$ cat config.mk
export PLATFORM = sky130hd
export DESIGN_NAME = ps_sys_top
export DESIGN_NICKNAME = d
export VERILOG_FILES = /design/src/common/ps_sys_pkg.sv /design/src/design/ps_sys_top.sv /design/src/dac/dac_batcher.sv /design/src/dac/dac_sample_fifo.sv /design/src/design/ps_sys_ctrl.sv /design/src/regmap/ps_reg_slave.sv
export VERILOG_INCLUDE_DIRS = /design/src /design/src/common
export SDC_FILE = /design/constraint.sdc
export NUM_CORES = 1
export LEC_CHECK = 0
export ABC_AREA = 1
export ABC_CLOCK_PERIOD_IN_PS = 4000
export BUFFER_PORTS_ARGS = -buffer_cell sky130_fd_sc_hd__buf_2
export CAP_MARGIN = 40
export CORE_MARGIN = 4
export CORE_UTILIZATION = 56
export DETAILED_ROUTE_END_ITERATION = 10
export PLACE_DENSITY = 0.74
export SYNTH_ARGS = -nofsm -noshare
export SYNTH_HDL_FRONTEND = slang
export SYNTH_HIERARCHICAL = 1
export SYNTH_SLANG_ARGS = --single-unit
export TNS_END_PERCENT = 30
$ cat constraint.sdc
create_clock -name ps_clk -period 4 [get_ports ps_clk]
set_clock_uncertainty 0.2 [all_clocks]
set_input_delay 1.2 -clock ps_clk [delete_from_list [all_inputs] [get_ports ps_clk]]
set_output_delay 1.2 -clock ps_clk [all_outputs]
set_load 0.005 [all_outputs]
$ cat src/common/ps_sys_config.svh
`ifndef PS_SYS_CONFIG_SVH
`define PS_SYS_CONFIG_SVH

// Register map
`define REG_COUNT 8
`define REG_ADDR_WIDTH 3 // Word address inside the map
`define REG_DATA_WIDTH 16

// DAC sample path
`define SAMPLE_WIDTH 16 // Signed samples
`define BATCH_SAMPLES 4 // Samples per DAC beat
`define FIFO_DEPTH 16 // Power of two
`define MAX_DAC_BURST_SIZE 15

`endif
$ cat src/common/ps_sys_pkg.sv
`include "ps_sys_config.svh"

package ps_sys_pkg;

    // Register ids, equal to their word address
    typedef enum logic [`REG_ADDR_WIDTH-1:0] {
        REG_RST       = 0,
        REG_HALT      = 1,
        REG_BURST     = 2,
        REG_SCALE     = 3,
        REG_SAMPLE    = 4,
        REG_TRIG      = 5,
        REG_BATCH_CNT = 6, // Read-only
        REG_FIFO_LVL  = 7  // Read-only
    } reg_id_e;

    typedef enum logic {
        RST_IDLE,
        RST_PULSE
    } ctrl_rst_state_e;

    typedef enum logic {
        BATCH_IDLE,
        BATCH_RUN
    } batch_state_e;

endpackage

$ cat src/design/ps_sys_top.sv
`timescale 1ns/100ps
`include "ps_sys_config.svh"

module ps_sys_top (
    input  logic ps_clk,
    input  logic ps_rst,
    // Host bus
    input  logic wr_valid,
    input  logic [`REG_ADDR_WIDTH:0] wr_addr,
    input  logic [`REG_DATA_WIDTH-1:0] wr_data,
    output logic wr_ready,
    output logic b_valid,
    output logic b_err,
    input  logic b_ready,
    input  logic rd_valid,
    input  logic [`REG_ADDR_WIDTH:0] rd_addr,
    output logic rd_ready,
    output logic r_valid,
    output logic [`REG_DATA_WIDTH-1:0] r_data,
    output logic r_err,
    input  logic r_ready,
    // DAC port
    input  logic dac_rdy,
    output logic [`BATCH_SAMPLES-1:0][`SAMPLE_WIDTH-1:0] dac_batch,
    output logic valid_dac_batch,
    output logic pl_rstn
);
    logic rst;
    logic rst_cmd;
    logic [`REG_COUNT-1:0][`REG_DATA_WIDTH-1:0] regs;
    logic [`REG_COUNT-1:0][`REG_DATA_WIDTH-1:0] rtl_wr_data;
    logic [`REG_COUNT-1:0] fresh;
    logic [`REG_COUNT-1:0] owner_rdy;
    logic [`REG_COUNT-1:0] rtl_wr_req;
    logic sample_push;
    logic [`SAMPLE_WIDTH-1:0] sample_data;
    logic [$clog2(`SAMPLE_WIDTH)-1:0] scale_factor;
    logic [$clog2(`MAX_DAC_BURST_SIZE + 1)-1:0] burst_size;
    logic trig_pulse;
    logic halt_pulse;
    logic [$clog2(`FIFO_DEPTH + 1)-1:0] fifo_level;
    logic [`BATCH_SAMPLES-1:0][`SAMPLE_WIDTH-1:0] head_batch;
    logic pop;
    logic batch_done;
    logic burst_busy;

    assign rst     = ps_rst || rst_cmd; // Register command resets everything
    assign pl_rstn = ~rst_cmd;

    ps_reg_slave u_slave (
        .ps_clk(ps_clk), .rst(rst),
        .wr_valid(wr_valid), .wr_addr(wr_addr), .wr_data(wr_data), .wr_ready(wr_ready),
        .b_valid(b_valid), .b_err(b_err), .b_ready(b_ready),
        .rd_valid(rd_valid), .rd_addr(rd_addr), .rd_ready(rd_ready),
        .r_valid(r_valid), .r_data(r_data), .r_err(r_err), .r_ready(r_ready),
        .owner_rdy(owner_rdy), .rtl_wr_req(rtl_wr_req), .rtl_wr_data(rtl_wr_data),
        .regs(regs), .fresh(fresh)
    );

    ps_sys_ctrl u_ctrl (
        .ps_clk(ps_clk), .ps_rst(ps_rst),
        .fresh(fresh), .regs(regs), .fifo_level(fifo_level),
        .batch_done(batch_done), .burst_busy(burst_busy),
        .rst_cmd(rst_cmd), .owner_rdy(owner_rdy),
        .rtl_wr_req(rtl_wr_req), .rtl_wr_data(rtl_wr_data),
        .sample_push(sample_push), .sample_data(sample_data),
        .scale_factor(scale_factor), .burst_size(burst_size),
        .trig_pulse(trig_pulse), .halt_pulse(halt_pulse)
    );

    dac_sample_fifo u_fifo (
        .ps_clk(ps_clk), .rst(rst),
        .push(sample_push), .push_data(sample_data), .pop(pop),
        .fifo_level(fifo_level), .head_batch(head_batch)
    );

    dac_batcher u_batcher (
        .ps_clk(ps_clk), .rst(rst),
        .scale_factor(scale_factor), .burst_size(burst_size),
        .trig_pulse(trig_pulse), .halt_pulse(halt_pulse),
        .fifo_level(fifo_level), .head_batch(head_batch), .dac_rdy(dac_rdy),
        .pop(pop), .batch_done(batch_done), .burst_busy(burst_busy),
        .dac_batch(dac_batch), .valid_dac_batch(valid_dac_batch)
    );

endmodule

$ cat src/dac/dac_batcher.sv
`timescale 1ns/100ps
`include "ps_sys_config.svh"

module dac_batcher import ps_sys_pkg::*; (
    input  logic ps_clk,
    input  logic rst,
    input  logic [$clog2(`SAMPLE_WIDTH)-1:0] scale_factor,
    input  logic [$clog2(`MAX_DAC_BURST_SIZE + 1)-1:0] burst_size,
    input  logic trig_pulse,
    input  logic halt_pulse,
    input  logic [$clog2(`FIFO_DEPTH + 1)-1:0] fifo_level,
    input  logic [`BATCH_SAMPLES-1:0][`SAMPLE_WIDTH-1:0] head_batch,
    input  logic dac_rdy,
    output logic pop,
    output logic batch_done,
    output logic burst_busy,
    output logic [`BATCH_SAMPLES-1:0][`SAMPLE_WIDTH-1:0] dac_batch,
    output logic valid_dac_batch
);
    localparam int BURST_W = $clog2(`MAX_DAC_BURST_SIZE + 1);

    batch_state_e state;
    logic [BURST_W-1:0] remaining; // Batches left in this burst

    assign burst_busy = state == BATCH_RUN;

    // Halt wins over a batch in the same cycle
    assign pop = burst_busy && !halt_pulse && dac_rdy && (fifo_level >= `BATCH_SAMPLES);

    always_ff @(posedge ps_clk) begin
        if (rst) begin
            state           <= BATCH_IDLE;
            remaining       <= '0;
            valid_dac_batch <= 1'b0;
            batch_done      <= 1'b0;
        end else begin
            valid_dac_batch <= 1'b0;
            batch_done      <= 1'b0;
            case (state)
                BATCH_IDLE: begin
                    if (trig_pulse && (burst_size != '0)) begin
                        remaining <= burst_size;
                        state     <= BATCH_RUN;
                    end
                end
                BATCH_RUN: begin
                    if (halt_pulse) begin
                        remaining <= '0;
                        state     <= BATCH_IDLE;
                    end else if (pop) begin
                        remaining       <= remaining - 1'b1;
                        valid_dac_batch <= 1'b1;
                        batch_done      <= 1'b1;
                        if (remaining == BURST_W'(1)) state <= BATCH_IDLE; // Last batch
                    end
                end
                default: state <= BATCH_IDLE;
            endcase
        end
    end

    // Scaled batch, arithmetic shift keeps the sign
    always_ff @(posedge ps_clk) begin
        if (pop) begin
            for (int k = 0; k < `BATCH_SAMPLES; k++) begin
                dac_batch[k] <= $signed(head_batch[k]) >>> scale_factor;
            end
        end
    end

endmodule

$ cat src/dac/dac_sample_fifo.sv
`timescale 1ns/100ps
`include "ps_sys_config.svh"

module dac_sample_fifo (
    input  logic ps_clk,
    input  logic rst,
    input  logic push,
    input  logic [`SAMPLE_WIDTH-1:0] push_data,
    input  logic pop, // Removes a whole batch
    output logic [$clog2(`FIFO_DEPTH + 1)-1:0] fifo_level,
    output logic [`BATCH_SAMPLES-1:0][`SAMPLE_WIDTH-1:0] head_batch
);
    localparam int PTR_W = $clog2(`FIFO_DEPTH);
    localparam int LVL_W = $clog2(`FIFO_DEPTH + 1);

    logic [`SAMPLE_WIDTH-1:0] mem [`FIFO_DEPTH];
    logic [PTR_W-1:0] wr_ptr;
    logic [PTR_W-1:0] rd_ptr;

    // Oldest entries, wrapping around the buffer
    for (genvar k = 0; k < `BATCH_SAMPLES; k++) begin : g_head
        assign head_batch[k] = mem[rd_ptr + PTR_W'(k)];
    end

    always_ff @(posedge ps_clk) begin
        if (push) mem[wr_ptr] <= push_data;
    end

    always_ff @(posedge ps_clk) begin
        if (rst) begin
            wr_ptr     <= '0;
            rd_ptr     <= '0;
            fifo_level <= '0;
        end else begin
            if (push) wr_ptr <= wr_ptr + 1'b1;
            if (pop) rd_ptr <= rd_ptr + PTR_W'(`BATCH_SAMPLES);
            case ({push, pop})
                2'b10: fifo_level <= fifo_level + 1'b1;
                2'b01: fifo_level <= fifo_level - LVL_W'(`BATCH_SAMPLES);
                2'b11: fifo_level <= fifo_level + 1'b1 - LVL_W'(`BATCH_SAMPLES);
                default: ;
            endcase
        end
    end

endmodule

$ cat src/design/ps_sys_ctrl.sv
`timescale 1ns/100ps
`include "ps_sys_config.svh"

module ps_sys_ctrl import ps_sys_pkg::*; (
    input  logic ps_clk,
    input  logic ps_rst,
    input  logic [`REG_COUNT-1:0] fresh,
    input  logic [`REG_COUNT-1:0][`REG_DATA_WIDTH-1:0] regs,
    input  logic [$clog2(`FIFO_DEPTH + 1)-1:0] fifo_level,
    input  logic batch_done,
    input  logic burst_busy,
    output logic rst_cmd,
    output logic [`REG_COUNT-1:0] owner_rdy,
    output logic [`REG_COUNT-1:0] rtl_wr_req,
    output logic [`REG_COUNT-1:0][`REG_DATA_WIDTH-1:0] rtl_wr_data,
    output logic sample_push,
    output logic [`SAMPLE_WIDTH-1:0] sample_data,
    output logic [$clog2(`SAMPLE_WIDTH)-1:0] scale_factor,
    output logic [$clog2(`MAX_DAC_BURST_SIZE + 1)-1:0] burst_size,
    output logic trig_pulse,
    output logic halt_pulse
);
    localparam int LVL_W   = $clog2(`FIFO_DEPTH + 1);
    localparam int SCALE_W = $clog2(`SAMPLE_WIDTH);
    localparam int BURST_W = $clog2(`MAX_DAC_BURST_SIZE + 1);

    ctrl_rst_state_e rst_state;
    logic ctrl_rst;
    logic [`REG_DATA_WIDTH-1:0] batch_cnt;

    assign ctrl_rst = ps_rst || rst_cmd;

    // Samples go straight into the FIFO
    assign sample_push = fresh[REG_SAMPLE];
    assign sample_data = regs[REG_SAMPLE][`SAMPLE_WIDTH-1:0];

    always_comb begin
        owner_rdy = '1;
        owner_rdy[REG_RST]    = rst_state == RST_IDLE;
        owner_rdy[REG_SAMPLE] = fifo_level < LVL_W'(`FIFO_DEPTH); // Stall when full
        owner_rdy[REG_TRIG]   = !burst_busy && !trig_pulse;
    end

    // Status registers are refreshed every cycle
    always_comb begin
        rtl_wr_req  = '0;
        rtl_wr_data = '0;
        rtl_wr_req[REG_BATCH_CNT]  = 1'b1;
        rtl_wr_data[REG_BATCH_CNT] = batch_cnt;
        rtl_wr_req[REG_FIFO_LVL]   = 1'b1;
        rtl_wr_data[REG_FIFO_LVL]  = `REG_DATA_WIDTH'(fifo_level);
    end

    always_ff @(posedge ps_clk) begin
        if (ctrl_rst) begin
            rst_cmd      <= ps_rst; // Holds pl_rstn low one cycle past ps_rst
            rst_state    <= RST_IDLE;
            scale_factor <= '0;
            burst_size   <= '0;
            trig_pulse   <= 1'b0;
            halt_pulse   <= 1'b0;
            batch_cnt    <= '0;
        end else begin
            case (rst_state)
                RST_IDLE: begin
                    if (fresh[REG_RST]) rst_state <= RST_PULSE;
                end
                RST_PULSE: begin
                    rst_cmd   <= 1'b1; // Next cycle resets the whole system
                    rst_state <= RST_IDLE;
                end
                default: rst_state <= RST_IDLE;
            endcase

            if (fresh[REG_SCALE]) scale_factor <= regs[REG_SCALE][SCALE_W-1:0];
            if (fresh[REG_BURST]) begin
                if (regs[REG_BURST] > `MAX_DAC_BURST_SIZE) begin
                    burst_size <= BURST_W'(`MAX_DAC_BURST_SIZE);
                end else begin
                    burst_size <= regs[REG_BURST][BURST_W-1:0];
                end
            end

            trig_pulse <= fresh[REG_TRIG];
            halt_pulse <= fresh[REG_HALT];

            if (trig_pulse) batch_cnt <= '0; // New burst counts from zero
            else if (batch_done) batch_cnt <= batch_cnt + 1'b1;
        end
    end

endmodule

$ cat src/regmap/ps_reg_slave.sv
`timescale 1ns/100ps
`include "ps_sys_config.svh"

module ps_reg_slave import ps_sys_pkg::*; (
    input  logic ps_clk,
    input  logic rst,
    // Write request and response
    input  logic wr_valid,
    input  logic [`REG_ADDR_WIDTH:0] wr_addr, // Top half lies outside the map
    input  logic [`REG_DATA_WIDTH-1:0] wr_data,
    output logic wr_ready,
    output logic b_valid,
    output logic b_err,
    input  logic b_ready,
    // Read request and response
    input  logic rd_valid,
    input  logic [`REG_ADDR_WIDTH:0] rd_addr,
    output logic rd_ready,
    output logic r_valid,
    output logic [`REG_DATA_WIDTH-1:0] r_data,
    output logic r_err,
    input  logic r_ready,
    // Register side
    input  logic [`REG_COUNT-1:0] owner_rdy,
    input  logic [`REG_COUNT-1:0] rtl_wr_req,
    input  logic [`REG_COUNT-1:0][`REG_DATA_WIDTH-1:0] rtl_wr_data,
    output logic [`REG_COUNT-1:0][`REG_DATA_WIDTH-1:0] regs,
    output logic [`REG_COUNT-1:0] fresh
);
    localparam int AW = `REG_ADDR_WIDTH;

    logic [AW-1:0] wr_idx; // Target of the pending response
    logic wr_ok;           // Pending write changed a register
    logic wr_block;        // Gap cycle after a response handshake
    logic wr_in_map;
    logic rd_in_map;
    logic wr_fire;
    logic rd_fire;

    function automatic logic is_read_only(input logic [AW-1:0] idx);
        return (idx == REG_BATCH_CNT) || (idx == REG_FIFO_LVL);
    endfunction

    assign wr_in_map = wr_addr < `REG_COUNT;
    assign rd_in_map = rd_addr < `REG_COUNT;

    // Unmapped targets are always accepted so they can be refused with b_err
    assign wr_ready = !b_valid && !wr_block && (!wr_in_map || owner_rdy[wr_addr[AW-1:0]]);
    assign rd_ready = !r_valid;
    assign wr_fire  = wr_valid && wr_ready;
    assign rd_fire  = rd_valid && rd_ready;

    always_ff @(posedge ps_clk) begin
        if (rst) begin
            regs     <= '0;
            fresh    <= '0;
            b_valid  <= 1'b0;
            wr_block <= 1'b0;
            r_valid  <= 1'b0;
        end else begin
            fresh    <= '0;
            wr_block <= 1'b0;
            for (int i = 0; i < `REG_COUNT; i++) begin
                if (rtl_wr_req[i] && is_read_only(AW'(i))) begin
                    regs[i] <= rtl_wr_data[i]; // Status write-back, never fresh
                end
            end
            if (wr_fire) begin
                b_valid <= 1'b1;
                if (wr_in_map && !is_read_only(wr_addr[AW-1:0])) begin
                    regs[wr_addr[AW-1:0]] <= wr_data;
                end
            end else if (b_valid && b_ready) begin
                b_valid  <= 1'b0;
                wr_block <= 1'b1;
                if (wr_ok) begin
                    fresh[wr_idx] <= 1'b1; // Owner sees it after the response
                end
            end
            if (rd_fire) begin
                r_valid <= 1'b1;
            end else if (r_valid && r_ready) begin
                r_valid <= 1'b0;
            end
        end
    end

    // Response payloads
    always_ff @(posedge ps_clk) begin
        if (wr_fire) begin
            wr_idx <= wr_addr[AW-1:0];
            wr_ok  <= wr_in_map && !is_read_only(wr_addr[AW-1:0]);
            b_err  <= !wr_in_map || is_read_only(wr_addr[AW-1:0]);
        end
        if (rd_fire) begin
            r_err  <= !rd_in_map;
            r_data <= rd_in_map ? regs[rd_addr[AW-1:0]] : '0;
        end
    end

endmodule

==> results of run 1 <==
[per-stage QoR]
step | std cells | utilization [%] | instance area [sq um] | setup slack (ps) | hold slack, ps
6_report | 3322 | 63.0 | 26500 | 529 | 215
5_1_grt | 3322 | 63.0 | 26500 | 410 | 244
4_1_cts | 3322 | 63.0 | 26500 | 523 | 216
3_5_place_dp | 3227 | 58.6 | 24600 | 531 | 207
3_3_place_gp | 3210 | 57.9 | 24400 | 502 | 202
2_1_floorplan | 2712 | - | 23900 | 306 | 194
[worst paths after layout]
path	start	to	slack (ps)	cells past startpoint
worst max-delay path	wr_addr[0]	wr_ready	530	10
worst min-delay path	u_slave/fresh[1]	u_ctrl/halt_pulse	210	2
worst max register to register	u_fifo/rd_ptr[2]	u_batcher/dac_batch[37]	1120	10
worst min register to register	u_slave/fresh[1]	u_ctrl/halt_pulse	210	2
[placed cells by master (no fill, tap or decap), types with 3 or more instances in the layout]
| master | n |
|---|---|
| sky130_fd_sc_hd__buf_4 | 34 |
| sky130_fd_sc_hd__inv_1 | 85 |
| sky130_fd_sc_hd__a31oi_1 | 17 |
| sky130_fd_sc_hd__clkbuf_1 | 6 |
| sky130_fd_sc_hd__bufinv_16 | 12 |
| sky130_fd_sc_hd__nor2_1 | 500 |
| sky130_fd_sc_hd__conb_1 | 18 |
| sky130_fd_sc_hd__o22ai_1 | 80 |
| sky130_fd_sc_hd__buf_12 | 3 |
| sky130_fd_sc_hd__a21oi_1 | 54 |
| sky130_fd_sc_hd__clkinv_1 | 9 |
| sky130_fd_sc_hd__clkbuf_16 | 53 |
| sky130_fd_sc_hd__o21ai_0 | 273 |
| sky130_fd_sc_hd__buf_8 | 11 |
| sky130_fd_sc_hd__nand2_1 | 591 |
| sky130_fd_sc_hd__nor2_2 | 18 |
| sky130_fd_sc_hd__o21a_1 | 4 |
| sky130_fd_sc_hd__nor3_1 | 8 |
| sky130_fd_sc_hd__edfxtp_1 | 343 |
| sky130_fd_sc_hd__nand4_1 | 3 |
| sky130_fd_sc_hd__nand3_1 | 264 |
| sky130_fd_sc_hd__buf_6 | 3 |
| sky130_fd_sc_hd__buf_2 | 118 |
| sky130_fd_sc_hd__clkinvlp_4 | 5 |
| sky130_fd_sc_hd__dfxtp_1 | 180 |
| sky130_fd_sc_hd__clkinv_2 | 11 |
| sky130_fd_sc_hd__nor3b_1 | 3 |
| sky130_fd_sc_hd__o21ai_1 | 15 |
| sky130_fd_sc_hd__nor2_4 | 7 |
| sky130_fd_sc_hd__nand3_2 | 4 |
| sky130_fd_sc_hd__ha_1 | 9 |
| sky130_fd_sc_hd__inv_2 | 8 |
| sky130_fd_sc_hd__nand2_2 | 13 |
| sky130_fd_sc_hd__dfxtp_2 | 3 |
[power breakdown]
part / switching, mW / internal [mW] / leakage [nW]
combinational: 0.249 / 0.100 / 4.46
clock: 2.08 / 3.21 / 0.896
sequential: 0.0292 / 5.76 / 4.46
[tightest hold or removal path: cells and delay by family (launching register included)]
kind / cells / cell delay, ps
flops: 1 / 300
buf+inv: 1 / 40
simple gates: 1 / 30
[per-layer routing]
layer / GRT usage, % / vias to the layer above
met5: 0 / -
met4: 12.0 / 0
met3: 4.22 / 186
met2: 46.5 / 1018
met1: 34.6 / 9201
li1: - / 9151
[final cells by class]
| class | count | area share [%] |
|---|---|---|
| clock buffer | 60 | 5.15 |
| clock inverter | 35 | 1.83 |
| inverter | 99 | 1.45 |
| multi-input combinational | 1892 | 31.9 |
| sequential | 526 | 52.8 |
| tap | 539 | 2.55 |
| timing repair buffer | 171 | 4.38 |
==> summary.md, run 1 <==
The run finished with clean final reports. Among cell families on the critical path, the largest total delay comes from simple AND/OR/NAND/NOR gates. The nature of the critical path endpoint is an output pin. The total via count in the routed design came out at 19,600. Wires add up to 64.2 mm. The maximum fanout along the worst path was 8; the synthesized area was 23,800 sq um.

The detailed router finished its first iteration with 2,118 violations. The floorplan step set the die height to 214 microns. In this run the mean area of a mapped cell was 8.84 sq um.

The tools report the wire length of the first global-routing pass as 101 mm. The via density per instance works out to 5.89. CTS built an H-tree with a depth of 2. During synthesis, Yosys emitted a total of 6 warnings. The layout has 3,451 filler cells.

The number of buffers and inverters on the critical path came out at 4. The run gives 0 as the count of unresolved DRC violations after routing. For the total iterations of the first detailed-routing run, the log shows 6. Relative to the synthesized area, the layout overhead comes to 11.0%. The hold violation count in the final report came out at 0. The critical path class is in -> out. Dividing the detail-routed wire length by the instance count gives 19.3 microns.

The met3 wirelength from detailed routing came out at 5.23 mm. The shortest clock period the worst path allows after layout came out at 3470 ps. After clock tree synthesis, the clock-pin slew on the worst setup and hold paths is 60 ps.

The initial utilization of the core area, before any placement, comes to 56.7%. The run gives 1 as the number of antenna violations at the first check in global routing. Routed signal wires occupy layers up through met4. Entering global routing, the biggest net connects 71 pins. The number of buffers inserted by post-CTS setup repair is 0, and the achievable clock frequency is 288 MHz. The tree is rooted in a sky130_fd_sc_hd__clkbuf_16. The floorplan has 75 rows. For the worst-skew pair, the clock arrives at the later sink with an insertion delay of 590 ps. The slowest stage of the critical path is the sky130_fd_sc_hd__buf_2 cell. The overall power consumption is 11.4 mW.

The run gives 42.4 mm as the detailed placement HPWL. The run gives 2600 ps as the required time reported for the critical path endpoint. The class of the tightest hold or removal check is reg -> reg.

The number of hold buffers added after CTS was 0. For the worst setup path, the data arrival time is 2070 ps. Post-layout net count: 2,782.

Measured against its own limit, the worst slew margin works out to 37.9%. The total routing resource utilization after global routing is 27.2%, and the final-layout setup total negative slack is 0 ps. Among the stages of the critical path, the cell type that occurs most often is sky130_fd_sc_hd__nand2_1. On the worst path, the slowest cell contributes a delay of 150 ps.

The post-route netlist has 11.3% of its cells at a drive strength greater than 1. In this run the remaining antenna-violating nets after routing total 0. The count of buffers added on input and output ports is 118. In this run, post-CTS repair resized a total of 0 instances. The register cell area after layout was 14,000 sq um; the final clock period utilization by the worst path was 86.8%. The maximum vdd ir drop came out at 0.000292 V. The tools report the type of element launching the critical path as an input pin. After detailed routing, the wire length on met1 is 25.0 mm. Power per unit of standard cell area: 432 nW/um^2. The leakage power of the design is 9.82 nW.

The weighted congestion reported at the end of routability-driven placement is 0.916. CTS saw 526 sinks. TritonCTS built the clock tree. The run gives 0 as the antenna diode instance count.

The global route total overflow came out at 0. At the pin with the least slew margin, the transition time is 930 ps. The tool flagged a number of max-cap violations equal to 0. In this run, CTS created clock tree buffers numbering 52. The final count of negative-setup-slack endpoints is 0, and the I/O pin total is 119.

The logs give 18,700 for the number of global-route vias before repair and 0 for the final count of pins violating max slew. The floorplan step defined a die boundary enclosing 45,900 sq um. Setup repair after global routing left no endpoint under its margin. The clock passes through at most 3 buffers. Traced cell by cell, the critical path runs through buf_2, inv_2, nand2_1, nand3_1, nand2_1, nor2_2, nand2_4, nand2_1, inv_1, buf_2. The wire length on met2 is 31.0 mm.

Synthesis produced 2,696 cells. After floorplanning, the core was sized to cover 42,000 sq um. The area of the multi-input gates came out at 8440 sq um.

The width of the chip came out at 214 microns.
No activity file was read; power rests on OpenSTA's default activity.
==> inputs of run 2 (changes only) <==
- ABC_CLOCK_PERIOD_IN_PS: 4000 -> 3500
- CORE_UTILIZATION: 56 -> 62
- PLACE_DENSITY: 0.74 -> 0.77
- clock period: 4 -> 3.5 ns (I/O delays scaled with it)
==> run 2 against run 1 <==
Effect of this change: first-iteration DRC count fell by 6.0%; cell area fell by 1.3%; critical path depth fell by 1; setup slack got worse by 210 ps; routed wire length fell by 6.3%; count of clock-buffer cells in the layout rose by 4; critical path type unchanged; critical endpoint unchanged; largest power group unchanged.
==> summary.md, run 2 (synthesis gave the netlist of run 1 again) <==
The tools report the total cell area at the placement stage as 24,500 sq um (-0.37%). The violation count after the first detailed-routing iteration came out at 1,991 (-6.0%). The power per unit of standard cell area came out at 468 nW/um^2 (+8.5%). The logs give 41,700 sq um (-9.3%) for the area of the die and 39.2 mm (-7.5%) for the detailed placement HPWL. The maximum vdd ir drop came out at 0.000424 V (+45%). Compared with the post-synthesis result, the final layout area differs by 9.55%. The via density per instance works out to 5.82 (-1.2%). The post-cts resize count was 0 (unchanged); the post-layout net count was 2,791 (+0.32%).

The global route total overflow was 0 (unchanged). The leakage power of the design is 9.74 nW (-0.83%). For the wire length on met2, the log shows 30.1 mm (-2.9%). For the number of buffers inserted by hold repair at cts, the log shows 0 (unchanged).

The routed length per instance came out at 18.2 microns (-5.7%). The critical path class was in -> out. For the maximum number of pins on one net before global-route repair, the log shows 99 (+39%). The met1 layer wirelength in the final routing is 23.0 mm (-8.0%), and the final routed wirelength across all metal layers is 60.2 mm (-6.3%).

The final count of negative-setup-slack endpoints was 0 (unchanged); the count of max-cap constraint violations was 0 (unchanged). Clock tree buffer depth: 3 (unchanged). The I/O pin total was 119 (unchanged). Root buffer cell: sky130_fd_sc_hd__clkbuf_16. The wire length of the first global-routing pass is 94.7 mm (-6.1%).

STA classifies the critical path startpoint as an input pin. For the number of nets with antenna violations after detailed routing, the log shows 0 (unchanged). The library cells used most frequently in the layout, excluding fill and tap cells, are sky130_fd_sc_hd__nand2_1, sky130_fd_sc_hd__nor2_1, sky130_fd_sc_hd__edfxtp_1. The final-layout setup total negative slack was 0 ps (unchanged); the worst relative slew slack was 43.7% (+5.7 points). The tools report the total iterations of the first detailed-routing run as 6 (unchanged). Final design instance area without fill: 26,100 sq um (-1.3%). For the required time reported for the critical path endpoint, the log shows 2250 ps (-350 ps). The measured slew at the worst slew-check pin was 844 ps (-86.2 ps). The total via count in the routed design came out at 19,200 (-1.8%).

Weighted congestion reported at the end of routability-driven placement: 0.910 (-0.69%). The logs give 37,800 sq um (-10%) for the core box area and 338 ps (-194 ps) for the setup slack at placement. Number of buffers inserted by post-CTS setup repair: 0 (unchanged). The uppermost layer routed is met4.

The ratio of cells with drive above 1 in the final layout was 10.7% (-0.54 points). The floorplan die height came out at 204 microns (-4.8%). The tools report the number of sinks driven by the clock tree as 526 (unchanged).

The number of antenna violations at the first check in global routing was 0 (-1); the final count of pins violating max slew was 0 (unchanged). The clock-pin slew of the registers on the worst-case setup and hold paths is 60 ps (about the same), and the number of inserted filler cells in the final layout is 2,946 (-15%). The most common library cell in the layout ignoring fill and taps is sky130_fd_sc_hd__nand2_1. The met3 wirelength from detailed routing is 4.30 mm (-18%). The area of the multi-input gates was 8410 sq um (-0.33%).

The worst-skew pair later-pin latency came out at 600 ps (about the same). The number of placement rows is 71 (-5.3%). The final critical-path setup slack came out at 321 ps (-208 ps). The run gives 18,300 (-2.4%) as the number of global-route vias before repair. The shortest clock period the worst path allows after layout is 3180 ps, and the antenna diode instance count is 0 (unchanged). STA classifies the critical path endpoint as an output pin. The tools report the register cell area after layout as 14,000 sq um (unchanged). Timing would allow up to 315 MHz. Width of the chip: 204 microns (-4.8%). The run gives 1930 ps (-140 ps) as the critical path data arrival time. The total routing resource utilization after global routing is 28.3% (+1.1 points).

The count of placed standard cells including taps was 3,208 (-0.59%). The count of buffers inserted at the top-level ports is 118 (unchanged), and the number of H-tree levels is 2 (unchanged). TritonCTS built the clock tree. The number of non-filler instances in the completed layout was 3,303 (-0.57%); the hold violation count in the final report was 0 (unchanged). The run finished with clean final reports. The count of unresolved DRC violations after routing is 0 (unchanged), and the clock buffer count from CTS is 52 (unchanged). The final clock period utilization by the worst path came out at 90.8%. The class of the tightest hold or removal check is reg -> reg. The starting utilization of the core area came out at 63.1% (+6.4 points). Setup repair after global routing left no endpoint under its margin. The maximum fanout along the worst path was 8 (unchanged).
## run 2: cell types whose count changed in the layout (fill, tap and decap cells not counted), moves of 2 or more
cell / before / now
sky130_fd_sc_hd__buf_4: 34 / 56
sky130_fd_sc_hd__nor2_1: 500 / 513
sky130_fd_sc_hd__nor2_2: 18 / 5
sky130_fd_sc_hd__buf_8: 11 / 0
sky130_fd_sc_hd__bufinv_16: 12 / 2
sky130_fd_sc_hd__clkinv_1: 9 / 15
sky130_fd_sc_hd__clkbuf_1: 6 / 10
sky130_fd_sc_hd__buf_12: 3 / 6
sky130_fd_sc_hd__buf_6: 3 / 0
sky130_fd_sc_hd__buf_16: 2 / 0
sky130_fd_sc_hd__clkinvlp_4: 5 / 3
## run 2: path summary, 6_finish.rpt
check	from	slack [ps]	to	depth (start not counted)
setup / recovery	wr_addr[0]	320	wr_ready	9
hold / removal	u_slave/fresh[1]	210	u_ctrl/halt_pulse	2
setup reg to reg	u_fifo/rd_ptr[3]	930	u_batcher/dac_batch[38]	11
hold reg to reg	u_slave/fresh[1]	210	u_ctrl/halt_pulse	2
## run 2: worst max-delay path, cell delays in order
cell                      delay (ps)
sky130_fd_sc_hd__buf_2           150
sky130_fd_sc_hd__inv_2           130
sky130_fd_sc_hd__nand2_1          60
sky130_fd_sc_hd__a21oi_1         170
sky130_fd_sc_hd__nor2_2           80
sky130_fd_sc_hd__nand2_4          80
sky130_fd_sc_hd__nand2_1          50
sky130_fd_sc_hd__inv_1            50
sky130_fd_sc_hd__buf_2           100
## run 2: through the flow
stage               total power [mW]  util (%)  hold slack (ps)
CTS                             12.3      69.2              208
floorplan                       7.00         -              194
finish                          12.2      69.2              208
global placement                7.13      65.0              198
detailed placement              7.13      65.0              198
global route                    12.6      69.2              233
## run 2: layout make-up
type	count	share of cell area [%]
multi-input combinational	1892	32.2
tap	511	2.45
clock inverter	31	0.795
timing repair buffer	180	4.33
sequential	526	53.5
clock buffer	64	5.27
inverter	99	1.47
## run 2: routing by layer
layer / global-route usage (%) / vias up
met5: 0 / -
met4: 13.1 / 0
met3: 4.33 / 179
met2: 49.3 / 855
met1: 35.1 / 9004
li1: - / 9173
## run 2: power breakdown
group          internal (mW)  total (mW)  leakage (nW)  switching, mW
combinational          0.120       0.402          4.50          0.282
clock                   2.94        5.22         0.779           2.28
sequential              6.59        6.61          4.46         0.0238
total                   9.64        12.2          9.74           2.59
==> inputs of run 3 (changes only) <==
- ABC_CLOCK_PERIOD_IN_PS: 3500 -> 3700
- CORE_UTILIZATION: 62 -> 66
- PLACE_DENSITY: 0.77 -> 0.82
- SKIP_LAST_GASP: default -> 1
- clock period: 3.5 -> 3.7 ns (I/O delays scaled with it)
==> run 3 against run 2 <==
Effect of this change: die area shrank 5.8%; setup slack better by 55 ps; global-route usage increased by 2.3 points; largest cell class unchanged; critical endpoint unchanged; critical path depth rose by 1; sequential power is 5.4% lower; critical path type unchanged.
==> summary.md, run 3 (synthesis gave the netlist of run 1 again) <==
The core box area is 35,600 sq um (-5.8%), and the relative area change from synthesis to final layout is 9.54% (about the same). Power per unit of standard cell area: 455 nW/um^2 (-2.9%). The number of inserted filler cells in the final layout came out at 2,523 (-14%). The library cells used most frequently in the layout, excluding fill and tap cells, are sky130_fd_sc_hd__nand2_1, sky130_fd_sc_hd__nor2_1, sky130_fd_sc_hd__edfxtp_1. Of the available clock period, the critical path in the final layout requires 89.8%. The most common library cell in the layout ignoring fill and taps is sky130_fd_sc_hd__nand2_1. The width of the chip works out to 198 microns (-3.0%). The logs give 301 MHz for the achievable clock frequency and 0 (unchanged) for the number of nets with antenna violations after detailed routing. The final-layout setup total negative slack is 0 ps (unchanged). The number of cells on the worst reg-to-reg path is 10 (-1), and the shortest clock period the worst path allows after layout is 3320 ps.

The clock-pin slew of the registers on the worst-case setup and hold paths was 60 ps (about the same). The nature of the critical path endpoint is an output pin. For the post-cts resize count, the log shows 0 (unchanged). The required time reported for the critical path endpoint is 2390 ps (+140 ps), and the global route total overflow is 0 (unchanged). TritonCTS built the clock tree.

The tools report the count of max-cap constraint violations as 0 (unchanged). The final count of pins violating max slew was 0 (unchanged); the critical path data arrival time was 2010 ps (+80 ps). For the total routing resource utilization after global routing, the log shows 30.7% (+2.3 points). The total via count in the routed design is 19,600 (+1.8%). The critical path in this run is classified as in -> out. Number of placement rows: 69 (-2.8%).

The run gives 73.4% (+4.2 points) as the final cell utilization of the core. The number of sinks driven by the clock tree is 526 (unchanged). The violation count after the first detailed-routing iteration is 2,256 (+13%), and the post-layout net count is 2,777 (-0.50%). The wire length of the first global-routing pass came out at 96.3 mm (+1.7%). For hold timing, the worst endpoint is u_ctrl/trig_pulse. The number of H-tree levels was 2 (unchanged).

Weighted congestion reported at the end of routability-driven placement: 0.946 (+4.0%). The detailed placement HPWL is 39.4 mm (+0.46%), and the via density per instance is 6.04 (+3.8%). The logs give 9.72 nW (-0.20%) for the leakage power of the design and 99 (unchanged) for the maximum number of pins on one net before global-route repair.

The worst-skew pair later-pin latency was 580 ps (-20 ps); the count of unresolved DRC violations after routing was 0 (unchanged). The clock tree buffer depth was 3 (unchanged). I/O pin total: 119 (unchanged).

The tools report the hold violation count in the final report as 0 (unchanged). The class of the tightest hold or removal check was reg -> reg. The final count of negative-setup-slack endpoints was 0 (unchanged). STA classifies the critical path startpoint as an input pin. The tree is rooted in a sky130_fd_sc_hd__clkbuf_16.

The run finished with clean final reports. The worst relative slew slack was 37.9% (-5.8 points). The count of buffers inserted at the top-level ports works out to 118 (unchanged). In this run the critical register-to-register path is captured at u_batcher/dac_batch[3].

Setup repair after global routing left no endpoint under its margin. The number of global-route vias before repair came out at 18,700 (+2.5%). The total iterations of the first detailed-routing run was 6 (unchanged); the routed length per instance was 18.9 microns (+3.8%). The area of the die was 39,200 sq um (-5.8%); the final routed wirelength across all metal layers was 61.2 mm (+1.8%). The starting utilization of the core area was 67.0% (+3.9 points); the maximum fanout along the worst path was 8 (unchanged). The measured slew at the worst slew-check pin came out at 931 ps (+87.2 ps). The register-to-register setup slack was 1100 ps (+170 ps); the number of buffers inserted by post-CTS setup repair was 0 (unchanged).

Clock buffer count from CTS: 52 (unchanged). The hold-critical path depth is 2 (unchanged). Maximum vdd ir drop: 0.000487 V (+15%). The ratio of cells with drive above 1 in the final layout came out at 10.7% (-0.090 points). The floorplan die height works out to 198 microns (-3.0%). The worst hold path begins at u_slave/fresh[5]. Number of antenna violations at the first check in global routing: 1 (+1).

The run gives 0 (unchanged) as the number of buffers inserted by hold repair at cts.
## run 3: changes by cell type in the layout (fill, tap and decap cells not counted), sizes merged
cell / change
inv: -2
diode: +1
bufinv: +4
clkinv: +1
clkinvlp: +1
clkbuf: -4
buf: -14
## run 3: how the worst max path moves through the flow
stage	startpoint	endpoint	slack, ps
2_1_floorplan	dac_rdy	u_fifo/fifo_level[3]	100
3_3_place_gp	wr_addr[0]	wr_ready	400
3_5_place_dp	wr_addr[0]	wr_ready	390
4_1_cts	wr_addr[0]	wr_ready	390
5_1_grt	wr_addr[0]	wr_ready	320
6_report	wr_addr[0]	wr_ready	380
## run 3: worst max-delay path, cell delays in order
cell	delay [ps]
sky130_fd_sc_hd__buf_2	150
sky130_fd_sc_hd__inv_2	140
sky130_fd_sc_hd__nand2_1	70
sky130_fd_sc_hd__nand3_1	70
sky130_fd_sc_hd__nand2_1	70
sky130_fd_sc_hd__nor2_2	120
sky130_fd_sc_hd__nand2_4	80
sky130_fd_sc_hd__nand2_1	60
sky130_fd_sc_hd__inv_1	30
sky130_fd_sc_hd__buf_2	110
## run 3: cell type report
| type | instances | area (sq um) | area share (%) |
|---|---|---|---|
| Antenna cell | 1 | 2.50 | 0.00958 |
| Clock buffer | 60 | 1370 | 5.26 |
| Clock inverter | 35 | 327 | 1.25 |
| Inverter | 99 | 384 | 1.47 |
| Multi-Input combinational cell | 1892 | 8420 | 32.2 |
| Sequential cell | 526 | 14000 | 53.5 |
| Tap cell | 461 | 577 | 2.21 |
| Timing Repair Buffer | 166 | 1070 | 4.09 |
## run 3: power by group
group          leakage [nW]  switching, mW  internal, mW
sequential             4.46         0.0213          6.23
clock                 0.832           2.18          3.07
combinational          4.43          0.266         0.105
total                  9.72           2.47          9.40
## run 3: metal layers
layer / vias up / routed length, microns / global-route usage [%] / part of all wire (%)
li1: 9145 / - / - / -
met1: 9100 / 22700 / 37.8 / 37
met2: 1087 / 30400 / 52.9 / 50
met3: 224 / 4880 / 4.12 / 8.0
met4: 0 / 3250 / 16.3 / 5.3
met5: - / 0 / 0 / 0
## run 3: through the flow
step           power (mW)  hold slack [ps]  worst slack, ps  std cells  instance area (sq um)
4_1_cts              11.9              209              391       3239                  26100
5_1_grt              12.2              220              318       3239                  26100
6_report             11.9              206              376       3240                  26100
3_5_place_dp         6.73              200              389       3144                  24400
3_3_place_gp         6.72              195              397       3136                  24300
2_1_floorplan        6.62              194             95.8       2712                  23900
